[config.mk]
export PLATFORM = sky130hd
export DESIGN_NAME = cache_top
export DESIGN_NICKNAME = d
export VERILOG_FILES = /design/src/logic/cache_pkg.sv /design/src/logic/biu_pkg.sv /design/src/logic/cache_top.sv /design/src/logic/cache_result.sv /design/src/logic/cache_lookup.sv /design/src/logic/cache_setup.sv /design/src/logic/cache_ram.sv
export VERILOG_INCLUDE_DIRS = /design/src /design/src/logic
export SDC_FILE = /design/constraint.sdc
export NUM_CORES = 2
export LEC_CHECK = 0
export BUFFER_PORTS_ARGS = -buffer_cell sky130_fd_sc_hd__buf_2
export CAP_MARGIN = 20
export CORE_MARGIN = 3
export CORE_UTILIZATION = 45
export CTS_CLUSTER_SIZE = 8
export DETAILED_ROUTE_END_ITERATION = 10
export PLACE_DENSITY_LB_ADDON = 0.1
export SLEW_MARGIN = 20
export SYNTH_ARGS = -nofsm -noshare
export SYNTH_HDL_FRONTEND = slang
export SYNTH_SLANG_ARGS = --single-unit
[constraint.sdc]
create_clock -name clk_i -period 9.1 [get_ports clk_i]
set_input_delay 0.455 -clock clk_i [delete_from_list [all_inputs] [get_ports clk_i]]
set_output_delay 0.455 -clock clk_i [all_outputs]
set_load 0.05 [all_outputs]
[src/logic/cache_defs.svh]
/*
  Cache geometry for the data-cache lookup pipeline
  One-word blocks, so a set holds one word per way
  CACHE_SETS must equal 2**CACHE_IDX_BITS and CACHE_WAYS 2**CACHE_WAY_BITS
*/

`ifndef CACHE_DEFS_SVH
`define CACHE_DEFS_SVH

// Address and data width
`define CACHE_XLEN 32

// Associativity and set count
`define CACHE_WAYS 2
`define CACHE_SETS 16

// Address split, byte offset then set index then tag
`define CACHE_OFFS_BITS 2
`define CACHE_IDX_BITS 4
`define CACHE_TAG_BITS (`CACHE_XLEN - `CACHE_IDX_BITS - `CACHE_OFFS_BITS)

// Way index
`define CACHE_WAY_BITS 1

`endif
[src/logic/cache_pkg.sv]
/*
  Cache storage types
  One RAM word holds a whole set, all ways side by side
  Sizes come from cache_defs.svh
*/

`include "cache_defs.svh"

package cache_pkg;

  ////////////////////
  // Tag storage
  ////////////////////

  // Upper address bits above index and offset
  typedef logic [`CACHE_TAG_BITS-1:0] cache_tag_t;

  // One way, valid bit on top
  typedef struct packed {
    logic       valid;
    cache_tag_t tag;
  } tag_entry_t;

  // Tag RAM word
  typedef tag_entry_t [`CACHE_WAYS-1:0] tag_set_t;

  ////////////////////
  // Data storage
  ////////////////////

  // Data RAM word, one block per way
  typedef logic [`CACHE_WAYS-1:0][`CACHE_XLEN-1:0] data_set_t;

  // Selects a way within a set
  typedef logic [`CACHE_WAY_BITS-1:0] way_t;

endpackage

[src/logic/biu_pkg.sv]
/*
  Bus-interface attribute types
  Shared by the pipeline stages and the write-through port
  Write data travels on its natural byte lanes
*/

package biu_pkg;

  ////////////////////
  // Transfer size
  ////////////////////

  // Encodings follow the bus convention, 3 is unused
  typedef enum logic [1:0] {
    BYTE  = 2'b00,
    HWORD = 2'b01,
    WORD  = 2'b10
  } biu_size_t;

  ////////////////////
  // Protection
  ////////////////////

  // Passed unchanged to the write-through transfer
  typedef struct packed {
    logic secure;
    logic data;
    logic privileged;
  } biu_prot_t;

endpackage

[src/logic/cache_top.sv]
/*
  Data-cache lookup pipeline, write-through and write-allocate
  ack_o follows an accepted request by 2 cycles plus any stall
  No refill, a read miss returns hit_o low and q_o zero
*/

`timescale 1ns/1ps
`include "cache_defs.svh"

module cache_top
  import biu_pkg::*, cache_pkg::*;
(
  input  logic                   clk_i,
  input  logic                   rst_ni,
  input  logic                   stall_i,
  input  logic                   flush_i,
  input  logic                   req_i,
  input  logic [`CACHE_XLEN-1:0] adr_i,
  input  biu_size_t              size_i,
  input  biu_prot_t              prot_i,
  input  logic                   we_i,
  input  logic [`CACHE_XLEN-1:0] d_i,
  input  logic                   invalidate_i,
  output logic                   ack_o,
  output logic                   hit_o,
  output logic [`CACHE_XLEN-1:0] q_o,
  output logic                   mem_we_o,
  output logic [`CACHE_XLEN-1:0] mem_adr_o,
  output logic [`CACHE_XLEN-1:0] mem_d_o,
  output biu_size_t              mem_size_o,
  output biu_prot_t              mem_prot_o
);

  // Setup to lookup
  logic                        s_req;
  logic                        s_we;
  biu_size_t                   s_size;
  biu_prot_t                   s_prot;
  logic [`CACHE_XLEN-1:0]      s_d;
  logic                        s_inv;
  cache_tag_t                  s_tag;
  logic [`CACHE_OFFS_BITS-1:0] s_offs;
  logic [`CACHE_IDX_BITS-1:0]  s_idx;

  // Lookup and RAMs
  logic                        tag_we;
  tag_set_t                    tag_wd;
  tag_set_t                    tag_rd;
  logic                        tag_clr;
  logic                        data_we;
  data_set_t                   data_wd;
  data_set_t                   data_rd;
  logic [`CACHE_IDX_BITS-1:0]  ram_idx;

  // Lookup to result
  logic                        l_done;
  logic                        l_hit;
  logic [`CACHE_XLEN-1:0]      l_rdata;
  logic                        l_wt;
  logic [`CACHE_XLEN-1:0]      l_wt_adr;
  logic [`CACHE_XLEN-1:0]      l_wt_d;
  biu_size_t                   l_wt_size;
  biu_prot_t                   l_wt_prot;

  ////////////////////
  // Stages
  ////////////////////

  cache_setup u_setup (
    .clk_i        (clk_i),
    .rst_ni       (rst_ni),
    .stall_i      (stall_i),
    .flush_i      (flush_i),
    .req_i        (req_i),
    .adr_i        (adr_i),
    .size_i       (size_i),
    .prot_i       (prot_i),
    .we_i         (we_i),
    .d_i          (d_i),
    .invalidate_i (invalidate_i),
    .req_o        (s_req),
    .we_o         (s_we),
    .size_o       (s_size),
    .prot_o       (s_prot),
    .d_o          (s_d),
    .invalidate_o (s_inv),
    .tag_o        (s_tag),
    .offs_o       (s_offs),
    .idx_o        (s_idx)
  );

  cache_lookup u_lookup (
    .clk_i        (clk_i),
    .rst_ni       (rst_ni),
    .stall_i      (stall_i),
    .req_i        (s_req),
    .we_i         (s_we),
    .size_i       (s_size),
    .prot_i       (s_prot),
    .d_i          (s_d),
    .invalidate_i (s_inv),
    .tag_i        (s_tag),
    .offs_i       (s_offs),
    .idx_i        (s_idx),
    .tag_rd_i     (tag_rd),
    .data_rd_i    (data_rd),
    .tag_we_o     (tag_we),
    .tag_wd_o     (tag_wd),
    .data_we_o    (data_we),
    .data_wd_o    (data_wd),
    .ram_idx_o    (ram_idx),
    .tag_clr_o    (tag_clr),
    .done_o       (l_done),
    .hit_o        (l_hit),
    .rdata_o      (l_rdata),
    .wt_o         (l_wt),
    .wt_adr_o     (l_wt_adr),
    .wt_d_o       (l_wt_d),
    .wt_size_o    (l_wt_size),
    .wt_prot_o    (l_wt_prot)
  );

  cache_result u_result (
    .clk_i      (clk_i),
    .rst_ni     (rst_ni),
    .stall_i    (stall_i),
    .done_i     (l_done),
    .hit_i      (l_hit),
    .rdata_i    (l_rdata),
    .wt_i       (l_wt),
    .wt_adr_i   (l_wt_adr),
    .wt_d_i     (l_wt_d),
    .wt_size_i  (l_wt_size),
    .wt_prot_i  (l_wt_prot),
    .ack_o      (ack_o),
    .hit_o      (hit_o),
    .q_o        (q_o),
    .mem_we_o   (mem_we_o),
    .mem_adr_o  (mem_adr_o),
    .mem_d_o    (mem_d_o),
    .mem_size_o (mem_size_o),
    .mem_prot_o (mem_prot_o)
  );

  ////////////////////
  // Storage
  ////////////////////

  // Tag RAM, cleared set by set during the walk
  cache_ram #(
    .entry_t (tag_set_t),
    .DEPTH   (`CACHE_SETS)
  ) u_tag_ram (
    .clk_i  (clk_i),
    .rst_ni (rst_ni),
    .idx_i  (ram_idx),
    .we_i   (tag_we),
    .wd_i   (tag_wd),
    .clr_i  (tag_clr),
    .rd_o   (tag_rd)
  );

  // Data RAM, contents only matter behind a valid tag
  cache_ram #(
    .entry_t (data_set_t),
    .DEPTH   (`CACHE_SETS)
  ) u_data_ram (
    .clk_i  (clk_i),
    .rst_ni (rst_ni),
    .idx_i  (ram_idx),
    .we_i   (data_we),
    .wd_i   (data_wd),
    .clr_i  (1'b0),
    .rd_o   (data_rd)
  );

endmodule

[src/logic/cache_result.sv]
/*
  Result stage, one register between lookup and the outside
  ack_o, hit_o and mem_we_o are single-cycle pulses
  q_o reads zero on a miss, payload holds while stalled
*/

`timescale 1ns/1ps
`include "cache_defs.svh"

module cache_result
  import biu_pkg::*;
(
  input  logic                   clk_i,
  input  logic                   rst_ni,
  input  logic                   stall_i,
  input  logic                   done_i,
  input  logic                   hit_i,
  input  logic [`CACHE_XLEN-1:0] rdata_i,
  input  logic                   wt_i,
  input  logic [`CACHE_XLEN-1:0] wt_adr_i,
  input  logic [`CACHE_XLEN-1:0] wt_d_i,
  input  biu_size_t              wt_size_i,
  input  biu_prot_t              wt_prot_i,
  output logic                   ack_o,
  output logic                   hit_o,
  output logic [`CACHE_XLEN-1:0] q_o,
  output logic                   mem_we_o,
  output logic [`CACHE_XLEN-1:0] mem_adr_o,
  output logic [`CACHE_XLEN-1:0] mem_d_o,
  output biu_size_t              mem_size_o,
  output biu_prot_t              mem_prot_o
);

  ////////////////////
  // Strobes
  ////////////////////

  // Lookup holds its flags under stall, sample only when moving
  always_ff @(posedge clk_i or negedge rst_ni)
  begin
    if (!rst_ni)
    begin
      ack_o    <= 1'b0;
      hit_o    <= 1'b0;
      mem_we_o <= 1'b0;
    end
    else
    begin
      ack_o    <= done_i & ~stall_i;
      hit_o    <= done_i & hit_i & ~stall_i;
      mem_we_o <= wt_i & ~stall_i;
    end
  end

  ////////////////////
  // Payload
  ////////////////////

  always_ff @(posedge clk_i)
  begin
    if (!stall_i)
    begin
      q_o        <= hit_i ? rdata_i : '0;
      mem_adr_o  <= wt_adr_i;
      mem_d_o    <= wt_d_i;
      mem_size_o <= wt_size_i;
      mem_prot_o <= wt_prot_i;
    end
  end

endmodule

[src/logic/cache_lookup.sv]
/*
  Execute stage, tag compare and RAM update during the setup cycle
  After reset and after an invalidate the valid bits are cleared by a
  walk over all sets, CACHE_SETS unstalled cycles, and lookups miss meanwhile
  Write data sits on its byte lanes, partial write misses do not allocate
*/

`timescale 1ns/1ps
`include "cache_defs.svh"

module cache_lookup
  import biu_pkg::*, cache_pkg::*;
(
  input  logic                        clk_i,
  input  logic                        rst_ni,
  input  logic                        stall_i,
  input  logic                        req_i,
  input  logic                        we_i,
  input  biu_size_t                   size_i,
  input  biu_prot_t                   prot_i,
  input  logic [`CACHE_XLEN-1:0]      d_i,
  input  logic                        invalidate_i,
  input  cache_tag_t                  tag_i,
  input  logic [`CACHE_OFFS_BITS-1:0] offs_i,
  input  logic [`CACHE_IDX_BITS-1:0]  idx_i,
  input  tag_set_t                    tag_rd_i,
  input  data_set_t                   data_rd_i,
  output logic                        tag_we_o,
  output tag_set_t                    tag_wd_o,
  output logic                        data_we_o,
  output data_set_t                   data_wd_o,
  output logic [`CACHE_IDX_BITS-1:0]  ram_idx_o,
  output logic                        tag_clr_o,
  output logic                        done_o,
  output logic                        hit_o,
  output logic [`CACHE_XLEN-1:0]      rdata_o,
  output logic                        wt_o,
  output logic [`CACHE_XLEN-1:0]      wt_adr_o,
  output logic [`CACHE_XLEN-1:0]      wt_d_o,
  output biu_size_t                   wt_size_o,
  output biu_prot_t                   wt_prot_o
);

  localparam int NB = `CACHE_XLEN / 8;

  // Set of the request now in setup
  logic [`CACHE_IDX_BITS-1:0] req_idx;

  // Invalidate walk
  logic                       walk_active;
  logic [`CACHE_IDX_BITS-1:0] walk_cnt;
  logic                       rd_walk_q;
  logic                       blind;

  // Last-write bypass
  logic                       byp_valid;
  logic [`CACHE_IDX_BITS-1:0] byp_idx;
  tag_set_t                   byp_tags;
  data_set_t                  byp_words;
  logic                       byp_hit;

  // Set contents seen by the compare
  tag_set_t                   tags;
  data_set_t                  words;

  logic                       hit_any;
  way_t                       hit_way;
  way_t                       victim;
  way_t                       wr_way;
  way_t                       rr_ptr [`CACHE_SETS];

  logic                       acc;
  logic                       hit;
  logic                       wr_req;
  logic                       alloc;
  logic                       wr_en;
  logic [NB-1:0]              be;
  logic [`CACHE_XLEN-1:0]     new_word;

  ////////////////////
  // Index and walk
  ////////////////////

  // Walk owns the RAM index while active
  assign ram_idx_o = walk_active ? walk_cnt : idx_i;
  assign tag_clr_o = walk_active & ~stall_i;

  // Reset starts a walk so the tag RAM comes up invalid
  always_ff @(posedge clk_i or negedge rst_ni)
  begin
    if (!rst_ni)
    begin
      walk_active <= 1'b1;
      walk_cnt    <= '0;
    end
    else if (!stall_i)
    begin
      if (walk_active)
      begin
        walk_cnt <= walk_cnt + 1'b1;
        // Counter wraps to zero on the last set
        if (&walk_cnt)
        begin
          walk_active <= 1'b0;
        end
      end
      else if (req_i && invalidate_i)
      begin
        walk_active <= 1'b1;
      end
    end
  end

  // RAMs re-register every edge, so does this flag
  always_ff @(posedge clk_i or negedge rst_ni)
  begin
    if (!rst_ni)
    begin
      rd_walk_q <= 1'b1;
    end
    else
    begin
      rd_walk_q <= walk_active;
    end
  end

  // Read word belongs to the walk, not to the request
  assign blind = walk_active | rd_walk_q;

  always_ff @(posedge clk_i)
  begin
    if (!stall_i)
    begin
      req_idx <= idx_i;
    end
  end

  ////////////////////
  // Bypass
  ////////////////////

  // Previous edge wrote this set, RAM read data is stale
  assign byp_hit = byp_valid && (byp_idx == req_idx);
  assign tags    = byp_hit ? byp_tags  : tag_rd_i;
  assign words   = byp_hit ? byp_words : data_rd_i;

  always_ff @(posedge clk_i or negedge rst_ni)
  begin
    if (!rst_ni)
    begin
      byp_valid <= 1'b0;
    end
    else
    begin
      byp_valid <= wr_en;
    end
  end

  always_ff @(posedge clk_i)
  begin
    if (wr_en)
    begin
      byp_idx   <= req_idx;
      byp_tags  <= tag_wd_o;
      byp_words <= data_wd_o;
    end
  end

  ////////////////////
  // Tag compare
  ////////////////////

  always_comb
  begin
    hit_any = 1'b0;
    hit_way = '0;
    for (int w = 0; w < `CACHE_WAYS; w++)
    begin
      if (tags[w].valid && (tags[w].tag == tag_i))
      begin
        hit_any = 1'b1;
        hit_way = way_t'(w);
      end
    end
  end

  // Ordinary access, invalidate strobes excluded
  assign acc    = req_i & ~invalidate_i;
  assign hit    = acc & ~blind & hit_any;
  assign wr_req = acc & we_i;

  // Only a full word may allocate
  assign alloc  = wr_req & ~blind & ~hit_any & (size_i == WORD);
  assign wr_en  = ((wr_req & hit) | alloc) & ~stall_i;

  assign victim = rr_ptr[req_idx];
  assign wr_way = hit_any ? hit_way : victim;

  ////////////////////
  // Byte merge
  ////////////////////

  always_comb
  begin
    case (size_i)
      BYTE:    be = NB'(1) << offs_i;
      HWORD:   be = NB'(3) << {offs_i[`CACHE_OFFS_BITS-1], 1'b0};
      default: be = '1;
    endcase
  end

  always_comb
  begin
    new_word = words[wr_way];
    for (int b = 0; b < NB; b++)
    begin
      if (be[b])
      begin
        new_word[8*b +: 8] = d_i[8*b +: 8];
      end
    end
    // Whole set is rewritten, other ways unchanged
    tag_wd_o          = tags;
    tag_wd_o[wr_way]  = tag_entry_t'{valid: 1'b1, tag: tag_i};
    data_wd_o         = words;
    data_wd_o[wr_way] = new_word;
  end

  assign tag_we_o  = wr_en;
  assign data_we_o = wr_en;

  ////////////////////
  // Replacement
  ////////////////////

  // Round-robin per set, advanced on allocation only
  always_ff @(posedge clk_i or negedge rst_ni)
  begin
    if (!rst_ni)
    begin
      for (int s = 0; s < `CACHE_SETS; s++)
      begin
        rr_ptr[s] <= '0;
      end
    end
    else if (alloc && !stall_i)
    begin
      rr_ptr[req_idx] <= way_t'(victim + 1'b1);
    end
  end

  ////////////////////
  // To result stage
  ////////////////////

  always_ff @(posedge clk_i or negedge rst_ni)
  begin
    if (!rst_ni)
    begin
      done_o <= 1'b0;
      hit_o  <= 1'b0;
      wt_o   <= 1'b0;
    end
    else if (!stall_i)
    begin
      done_o <= acc;
      hit_o  <= hit;
      wt_o   <= wr_req;
    end
  end

  always_ff @(posedge clk_i)
  begin
    if (!stall_i)
    begin
      rdata_o   <= words[hit_way];
      wt_adr_o  <= {tag_i, req_idx, offs_i};
      wt_d_o    <= d_i;
      wt_size_o <= size_i;
      wt_prot_o <= prot_i;
    end
  end

endmodule

[src/logic/cache_setup.sv]
/*
  Decode stage
  flush_i at an edge drops the request registered at that edge
  Set index is combinational from adr_i, held while stalled
  The master holds its request inputs stable during stall_i
*/

`timescale 1ns/1ps
`include "cache_defs.svh"

module cache_setup
  import biu_pkg::*, cache_pkg::*;
(
  input  logic                        clk_i,
  input  logic                        rst_ni,
  input  logic                        stall_i,
  input  logic                        flush_i,
  input  logic                        req_i,
  input  logic [`CACHE_XLEN-1:0]      adr_i,
  input  biu_size_t                   size_i,
  input  biu_prot_t                   prot_i,
  input  logic                        we_i,
  input  logic [`CACHE_XLEN-1:0]      d_i,
  input  logic                        invalidate_i,
  output logic                        req_o,
  output logic                        we_o,
  output biu_size_t                   size_o,
  output biu_prot_t                   prot_o,
  output logic [`CACHE_XLEN-1:0]      d_o,
  output logic                        invalidate_o,
  output cache_tag_t                  tag_o,
  output logic [`CACHE_OFFS_BITS-1:0] offs_o,
  output logic [`CACHE_IDX_BITS-1:0]  idx_o
);

  logic                       flush_dly;
  logic [`CACHE_IDX_BITS-1:0] adr_idx;
  logic [`CACHE_IDX_BITS-1:0] adr_idx_dly;

  ////////////////////
  // Control
  ////////////////////

  always_ff @(posedge clk_i or negedge rst_ni)
  begin
    if (!rst_ni)
    begin
      flush_dly <= 1'b0;
    end
    else
    begin
      flush_dly <= flush_i;
    end
  end

  // Flush wins over stall
  always_ff @(posedge clk_i or negedge rst_ni)
  begin
    if (!rst_ni)
    begin
      req_o <= 1'b0;
    end
    else if (flush_i)
    begin
      req_o <= 1'b0;
    end
    else if (!stall_i)
    begin
      req_o <= req_i;
    end
  end

  ////////////////////
  // Attributes
  ////////////////////

  always_ff @(posedge clk_i)
  begin
    if (!stall_i)
    begin
      we_o         <= we_i;
      size_o       <= size_i;
      prot_o       <= prot_i;
      d_o          <= d_i;
      invalidate_o <= invalidate_i;
      // Tag and offset for the compare and the bus address
      tag_o        <= adr_i[`CACHE_XLEN-1 -: `CACHE_TAG_BITS];
      offs_o       <= adr_i[`CACHE_OFFS_BITS-1:0];
    end
  end

  ////////////////////
  // Set index
  ////////////////////

  assign adr_idx = adr_i[`CACHE_OFFS_BITS +: `CACHE_IDX_BITS];

  // After a flush the held index follows the new address
  always_ff @(posedge clk_i)
  begin
    if (!stall_i || flush_dly)
    begin
      adr_idx_dly <= adr_idx;
    end
  end

  // RAMs re-read the same set while stalled
  assign idx_o = (stall_i && !flush_dly) ? adr_idx_dly : adr_idx;

endmodule

[src/logic/cache_ram.sv]
/*
  One-port synchronous RAM, one word per set
  Read index registered every edge, read data valid the next cycle
  A write lands at the index read on the previous edge
  A read at the write edge returns the old contents
*/

`timescale 1ns/1ps

module cache_ram #(
  parameter type entry_t = logic [31:0],
  parameter int  DEPTH   = 16
) (
  input  logic                     clk_i,
  input  logic                     rst_ni,
  input  logic [$clog2(DEPTH)-1:0] idx_i,
  input  logic                     we_i,
  input  entry_t                   wd_i,
  input  logic                     clr_i,
  output entry_t                   rd_o
);

  // Storage, no reset
  entry_t mem [DEPTH];

  // Set read on the previous edge, target of the next write
  logic [$clog2(DEPTH)-1:0] wr_idx;

  ////////////////////
  // Write port
  ////////////////////

  always_ff @(posedge clk_i)
  begin
    wr_idx <= idx_i;
    if (we_i)
    begin
      mem[wr_idx] <= wd_i;
    end
    // Clear walks the live index
    else if (clr_i)
    begin
      mem[idx_i] <= '0;
    end
  end

  ////////////////////
  // Registered read
  ////////////////////

  always_ff @(posedge clk_i or negedge rst_ni)
  begin
    if (!rst_ni)
    begin
      rd_o <= '0;
    end
    else
    begin
      rd_o <= mem[idx_i];
    end
  end

endmodule

* After elaboration in Yosys (flattened, before gate mapping)
Memory sizes are Yosys's and may differ from the RTL's. A register that Yosys moved wholly into a read port is not among the register bits. Index checks and enable logic that the tools add are counted.
Word-level totals: bits in registers 434, RAM bits 1888, input bits 76, output and inout port bits 104, logic and storage cells 158, memories kept 2
Memory list:
- u_data_ram.mem | words 16, bits a word 64, rd ports 1, clocked after Yosys merged registers in 1, write ports 1, RTL line cache_ram.sv:24 | entry_t mem [DEPTH];
- u_tag_ram.mem | words 16, bits a word 54, rd ports 1, clocked after Yosys merged registers in 1, write ports 1, RTL line cache_ram.sv:24
Operators by class: $add $sub $neg 2, magnitude comparators 5, equal/unequal tests 6, shift operators 2, multiplexer cells 42, bitwise logic cells 21, reduce and logical (&&, ||, !) cells 17
Operators by type and width (number):
- 32-bit two-way mux | 5
- 54-bit two-way mux | 2
- 64-bit bitwise mux | 1
- 64-bit two-way mux | 1
- 54-bit bitwise mux | 1
- 54-bit OR reduction | 1
- 26-bit equality test | 2
- 32-bit demux with 1-bit select | 1
- 8-bit two-way mux | 4
- 27-bit demux with 1-bit select | 1
- 27-bit two-way mux | 1
- 1-bit two-way mux | 18
- 16-bit bitwise mux | 1
- 1-bit AND | 14
- 4-bit two-way mux | 3
- 1-bit logical AND | 8
- 4-bit case mux with 2 select lines | 1
- 5-bit greater-or-equal comparator (second input constant) | 1
- 5-bit by 1-bit less-than comparator with 1-bit output (second input constant) | 1
- 4-bit NOT with 5-bit output | 1
- 4-bit by 1-bit adder with 4-bit output (second input constant) | 1
- 1-bit binary-select mux with 4-bit select | 1
- 1-bit demux with 4-bit select | 1
- 4-bit equality test | 1
- other kinds (15) | 23

* Depth between registers and ports, before layout
depth in word-level cells 16, depth in mapped cells 16, depth with buffers taken out 9

* By module
Synthesis repeated with hierarchy kept, for this count alone.
Unflattened totals: cell total of the unflattened synthesis 4637, area, all modules 94080.2 µm²
By module, submodules not included:
- cache_ram (u_data_ram) | instances 1, cells each 1741, area each 40398.7 µm², sequential area each 32431.1 µm²
- cache_ram (u_tag_ram) | instances 1, cells each 1475, area each 34226.6 µm², sequential area each 27376.3 µm²
- cache_lookup | instances 1, cells each 1195, area each 13784.5 µm², sequential area each 7469.7 µm²
- cache_result | instances 1, cells each 143, area each 3389.5 µm², sequential area each 3108.0 µm²
- cache_setup | instances 1, cells each 82, area each 2277.2 µm², sequential area each 2182.1 µm²
- cache_top | instances 1, cells each 1, area each 3.8 µm², sequential area each 0.0 µm²

* Least setup slack after synthesis
Ideal clock, no wire load.
kind in2reg, start point input port stall_i, end point memory u_tag_ram.mem[4][0] in the netlist's numbering (enable), library setup time 0.484 ns, arrival time 10.301 ns, data required time 8.616 ns, setup slack -1.685 ns, stages on the path 7, path buffers 0, path through inv_1 > nand2_1 > nand2_1 > o21ai_0 > nor3_1 > o21ai_1 > a21oi_1
Between the ends: longest elaborated chain between the ends 7, elaborated cells on any way between the ends 14, classes of those cells mux (9); bitwise (3); reduce/logical (2)
RTL lines:
- from (decl) | RTL line cache_top.sv:15 | input logic stall_i,
- 1-bit NOT | RTL line cache_lookup.sv:86, cache_lookup.sv:194
- 1-bit AND | RTL line cache_lookup.sv:86 | assign tag_clr_o = walk_active & ~stall_i;
- 1-bit two-way mux | RTL line cache_ram.sv:41 | else if (clr_i)
- 1-bit two-way mux | RTL line cache_ram.sv:36 | if (we_i)
- 1-bit two-way mux (implied by the code) | RTL line cache_ram.sv:43 | mem[idx_i] <= '0;
- 54-bit OR reduction (no line)
- 4-bit two-way mux (no line) / 1-bit two-way mux (equally long branches)
- to (decl) | RTL line cache_ram.sv:24
Parallel ways exist; a longest one is shown, timed or not.

* Worst setup path after layout
start point register u_lookup.req_idx[1], end point memory u_tag_ram.mem[12][23] in the netlist's numbering, data pin
Between the ends: longest elaborated chain between the ends 16, elaborated cells on any way between the ends 32, classes of those cells order compare (2); eq/ne (3); mux (14); bitwise (8); reduce/logical (5)
RTL lines:
- from (decl) | RTL line cache_lookup.sv:47 | logic [`CACHE_IDX_BITS-1:0] req_idx;
- from (signal assigned) | RTL line cache_lookup.sv:134 | req_idx <= idx_i;
- 4-bit equality test | RTL line cache_lookup.sv:143 | assign byp_hit = byp_valid && (byp_idx == req_idx);
- 1-bit logical AND | RTL line cache_lookup.sv:143
- 54-bit two-way mux | RTL line cache_lookup.sv:144 | assign tags = byp_hit ? byp_tags : tag_rd_i;
- 26-bit equality test | RTL line cache_lookup.sv:179 | if (tags[w].valid && (tags[w].tag == tag_i))
- 1-bit logical AND | RTL line cache_lookup.sv:179
- 1-bit two-way mux (2 in series) | RTL line cache_lookup.sv:179
- 1-bit NOT | RTL line cache_lookup.sv:193 | assign alloc = wr_req & ~blind & ~hit_any & (size_i == WORD);
- 1-bit AND (2 in series) | RTL line cache_lookup.sv:193
- 1-bit bitwise OR | RTL line cache_lookup.sv:194 | assign wr_en = ((wr_req & hit) | alloc) & ~stall_i;
- 1-bit AND | RTL line cache_lookup.sv:194
- 1-bit two-way mux | RTL line cache_ram.sv:36
- 1-bit two-way mux (implied by the code) | RTL line cache_ram.sv:43
- 54-bit OR reduction (no line)
- 54-bit two-way mux (no line) (*)
Mark *: on every way between the ends. The rest lies on a longest branch, timed or not. The select of a mux whose other input is x is not followed.

==> results by group <==
Routing
  – Final WL: between 200,000 and 250,000 um
  – DRT iter0 DRCs: 4,469
  – Drt pass-1 iters: 5
  – Avg WL per Cell: 29.8 um
  – Antenna Violating Nets Remaining: 0
  – Vias: between 40k and 50k
  – DRC Markers: 0
  – Via density: 5.86

Clock network
  – Post-CTS Setup Inserts: 0
  – H-tree depth: 5
  – Clk sink count: 2,440
  – CTS Buffer Depth: 4
  – CTS Hold Bufs: 76
  – CTS root buf: clkbuf_16
  – Clock latency at the later pin of the worst-skew pair: 0.94 ns
  – Clk slew on worst S/H paths: 0.05 ns
  – Num CTS Buffers: 356
  – Post-CTS Resized: 0
  – CTS tree: done

Global routing
  – Met1 usage: 32.5%
  – First-pass GRT wire length: 343,000 um
  – Gr usage total: 22.0%
  – Initial antenna violation count: 6
  – M3 GR Usage: under 10%
  – Met2 Use GR: 34.4%
  – Number of global-route vias before repair: 48.0k
  – Gr ovfl total: 0
  – Layer carrying the most global-route usage: met2
  – Largest net degree at the start of global routing: 135

Placed design
  – Final Wtd Congestion: a little under 0.8
  – DP Area: between 90,000 and 100,000 um2
  – I/O Buffers: between 150 and 200
  – HPWL after DPL: approximately 120,000 um
  – Inst Count DP: between 7k and 8k

Finish
  – Most frequent cells in the layout: edfxtp_1 (2,287), mux4_2 (594), clkbuf_16 (361)
  – Area growth from synthesis to layout: 17.1%
  – NumNets Final: 4,975
  – Final non-filler cell total: 7,902
  – Most common cell after layout, fill and taps aside: edfxtp_1
  – Final instance area: 110,000 um2
  – Layout cell share with drive strength beyond 1: 28.2%
  – FILL cells: 15.9k

Floorplanning
  – Initial Utilization: 45.6%
  – Boundary Pins: 180
  – Core Footprint: about 210,000 um2
  – Row cnt: 166
  – Die ar.: between 200,000 and 250,000 um2
  – Die Y: approximately 460 um
  – DIE WIDTH: 463 um

Timing
  – Crit path time final: ~6.8 ns
  – FMAX: approximately 0.15 GHz
  – Final max-slew violation count: 0
  – Tcrit/Tclk final: 74.7%
  – Final Setup Violations: 0
  – Fin Setup TNS: 0 ns
  – Rel. slew slack: 27.6%
  – Final hold vios: 0
  – Worst Tran Pin Value: 1.08 ns
  – RSZ-0062 raised after global routing: false
  – Final clock skew: 0.0619 ns

Logic synthesis
  – Syn Area/Cell: 21.5 um2
  – Cells after synthesis: 4,366
  – Mapped Area: 93,800 um2
  – Synthesized flop and latch total: 2,440
  – Sequential fraction of the synthesis area: 77.3%
  – Post-synth EDFFs: 2,287
  – Top_reg_cell synth: edfxtp_1
  – Post-Syn Nets: 4,443
  – Yosys Warn Count: 0
  – Ys async rst share: 6.11%
  – Netlist cell types: 72

Setup path
  – Worst r2r src: u_lookup.req_idx[1]
  – Worst reg2reg setup slack: 2.31 ns
  – CP startpoint: u_lookup.req_idx[1]
  – Worst Path Arrival: 7.33 ns
  – Crit Path Category: register to register
  – CP endpoint kind: register
  – CP Max Fanout: 41
  – Critical Path Source Type: register
  – CP required: 9.64 ns

Status
  – Status: finished, final reports clean

Power
  – Peak VDD IR: about 0.40 mV
  – P per Cell Area: approximately 320 nW/um2
  – Total power: 34.7 mW
  – Lkg Pwr: 36.5 nW

Hold path
  – Worst Hold Class: input port to async pin

Job
  – Max-Cap Viols: 0
## final timing paths
path | end | depth (start not counted)
worst max-delay path | u_tag_ram.mem[12][23] | 13
worst min-delay path | u_tag_ram.rd_o[10] | 2
worst max register to register | u_tag_ram.mem[12][23] | 13
worst min register to register | u_result.mem_d_o[10] | 0
max in group asynchronous | u_tag_ram.rd_o[37] | 3
min in group clk_i | u_setup.d_o[20] | 2
## metrics by stage
stage	hold slack [ns]	utilization, %	worst slack [ns]
2_1_floorplan	0.159	-	-0.560
3_3_place_gp	0.401	48.1	2.53
3_5_place_dp	0.405	48.1	2.48
4_1_cts	0.150	53.3	2.41
5_1_grt	0.181	53.4	2.02
6_report	0.185	53.4	2.31
## cell usage after synthesis (5+ instances only)
library cell     n  area [um2]
a211o_1          6        52.6
a211oi_1        21         158
a21oi_1        100         500
a221oi_1         5        43.8
a31oi_1          8        50.1
and2_1          38         238
and3_1          26         163
buf_1           43         161
buf_2           24         120
buf_4            7        52.6
buf_6            5        56.3
clkbuf_1       160         601
dfrtp_1        147        3680
edfxtp_1      2287       68700
inv_1           18        67.6
mux2_1           5        56.3
mux2_2          48         541
mux2i_1        142        1420
mux4_2         594       13400
nand2_1        234         878
nand2b_1        23         144
nand3_1         56         280
nand4_1         42         263
nor2_1          23        86.3
nor2b_1          7        43.8
nor3_1          56         280
nor4_1          23         144
o21ai_0         87         435
o21ai_1         10        50.1
or3_1            5        31.3
or4_1            7        52.6
xnor2_1         29         254
xor2_1          13         114
## flip-flops by register name, indices dropped and copies added, names as in the netlist, 4 cells and up
signal,count
u_setup.tag_o,26
u_data_ram.wr_idx,4
u_data_ram.rd_o,64
u_lookup.walk_cnt,4
u_lookup.byp_words,64
u_data_ram.mem,1024
u_lookup.rdata_o,32
u_setup.adr_idx_dly,4
u_result.q_o,32
u_lookup.byp_idx,4
u_result.mem_adr_o,32
u_result.mem_d_o,32
u_tag_ram.mem,864
u_lookup.rr_ptr,16
u_lookup.byp_tags,54
u_lookup.req_idx,4
u_setup.d_o,32
u_lookup.wt_d_o,32
u_tag_ram.rd_o,54
u_lookup.wt_adr_o,32
## report_power, final
part / total, mW / leakage [nW] / switching, mW / internal (mW)
clock: 11.8 / 4.76 / 4.51 / 7.28
combinational: 8.30 / 8.99 / 4.50 / 3.80
sequential: 14.6 / 22.8 / 0.496 / 14.1
## layout make-up
class | instances | area [um2] | share of cell area (%)
Timing Repair Buffer | 413 | 3090 | 2.81
Inverter | 20 | 98.8 | 0.0900
Sequential cell | 2440 | 72500 | 66.0
Clock inverter | 11 | 103 | 0.0934
Multi-Input combinational cell | 1667 | 20700 | 18.9
Tap cell | 2772 | 3470 | 3.16
Clock buffer | 574 | 9840 | 8.96
Antenna cell | 5 | 12.5 | 0.0114
## cell families (layout without fill, tap and decap cells)
family / Yosys count / count (layout) / synth area share, %
AO/OA/AOI/OAI: 277 / 277 / 1.80
XOR/XNOR: 42 / 42 / 0.392
adder cells (fa/ha/maj): 1 / 1 / 0.0133
buffers and inverters: 259 / 1018 / 1.14
flip-flops: 2440 / 2440 / 77.3
multiplexers: 789 / 789 / 16.4
other: 0 / 5 / 0
AND/OR/NAND/NOR: 558 / 558 / 2.94
## layer usage
| metal | wire length [um] | vias up | part of all wire (%) |
|---|---|---|---|
| met3 | 14100 | 402 | 6.0 |
| met2 | 112000 | 1638 | 48 |
| met4 | 6250 | 0 | 2.7 |
| met5 | 0 | - | 0 |
| met1 | 103000 | 25023 | 44 |
| li1 | - | 19249 | - |
## worst max-delay path, stage by stage, from the launching register on
cell      delay [ns]
edfxtp_1        0.62
xor2_1          0.27
or3_1           0.35
buf_4           0.27
nor2_4          0.58
buf_4           0.61
mux2i_1         0.27
a211o_1         0.34
or4_1           0.60
o21bai_4        0.15
buf_4           0.65
nand2_1         0.43
buf_4           0.35
a211oi_2        0.85
Note: power is estimated with default switching activity, not from simulation.
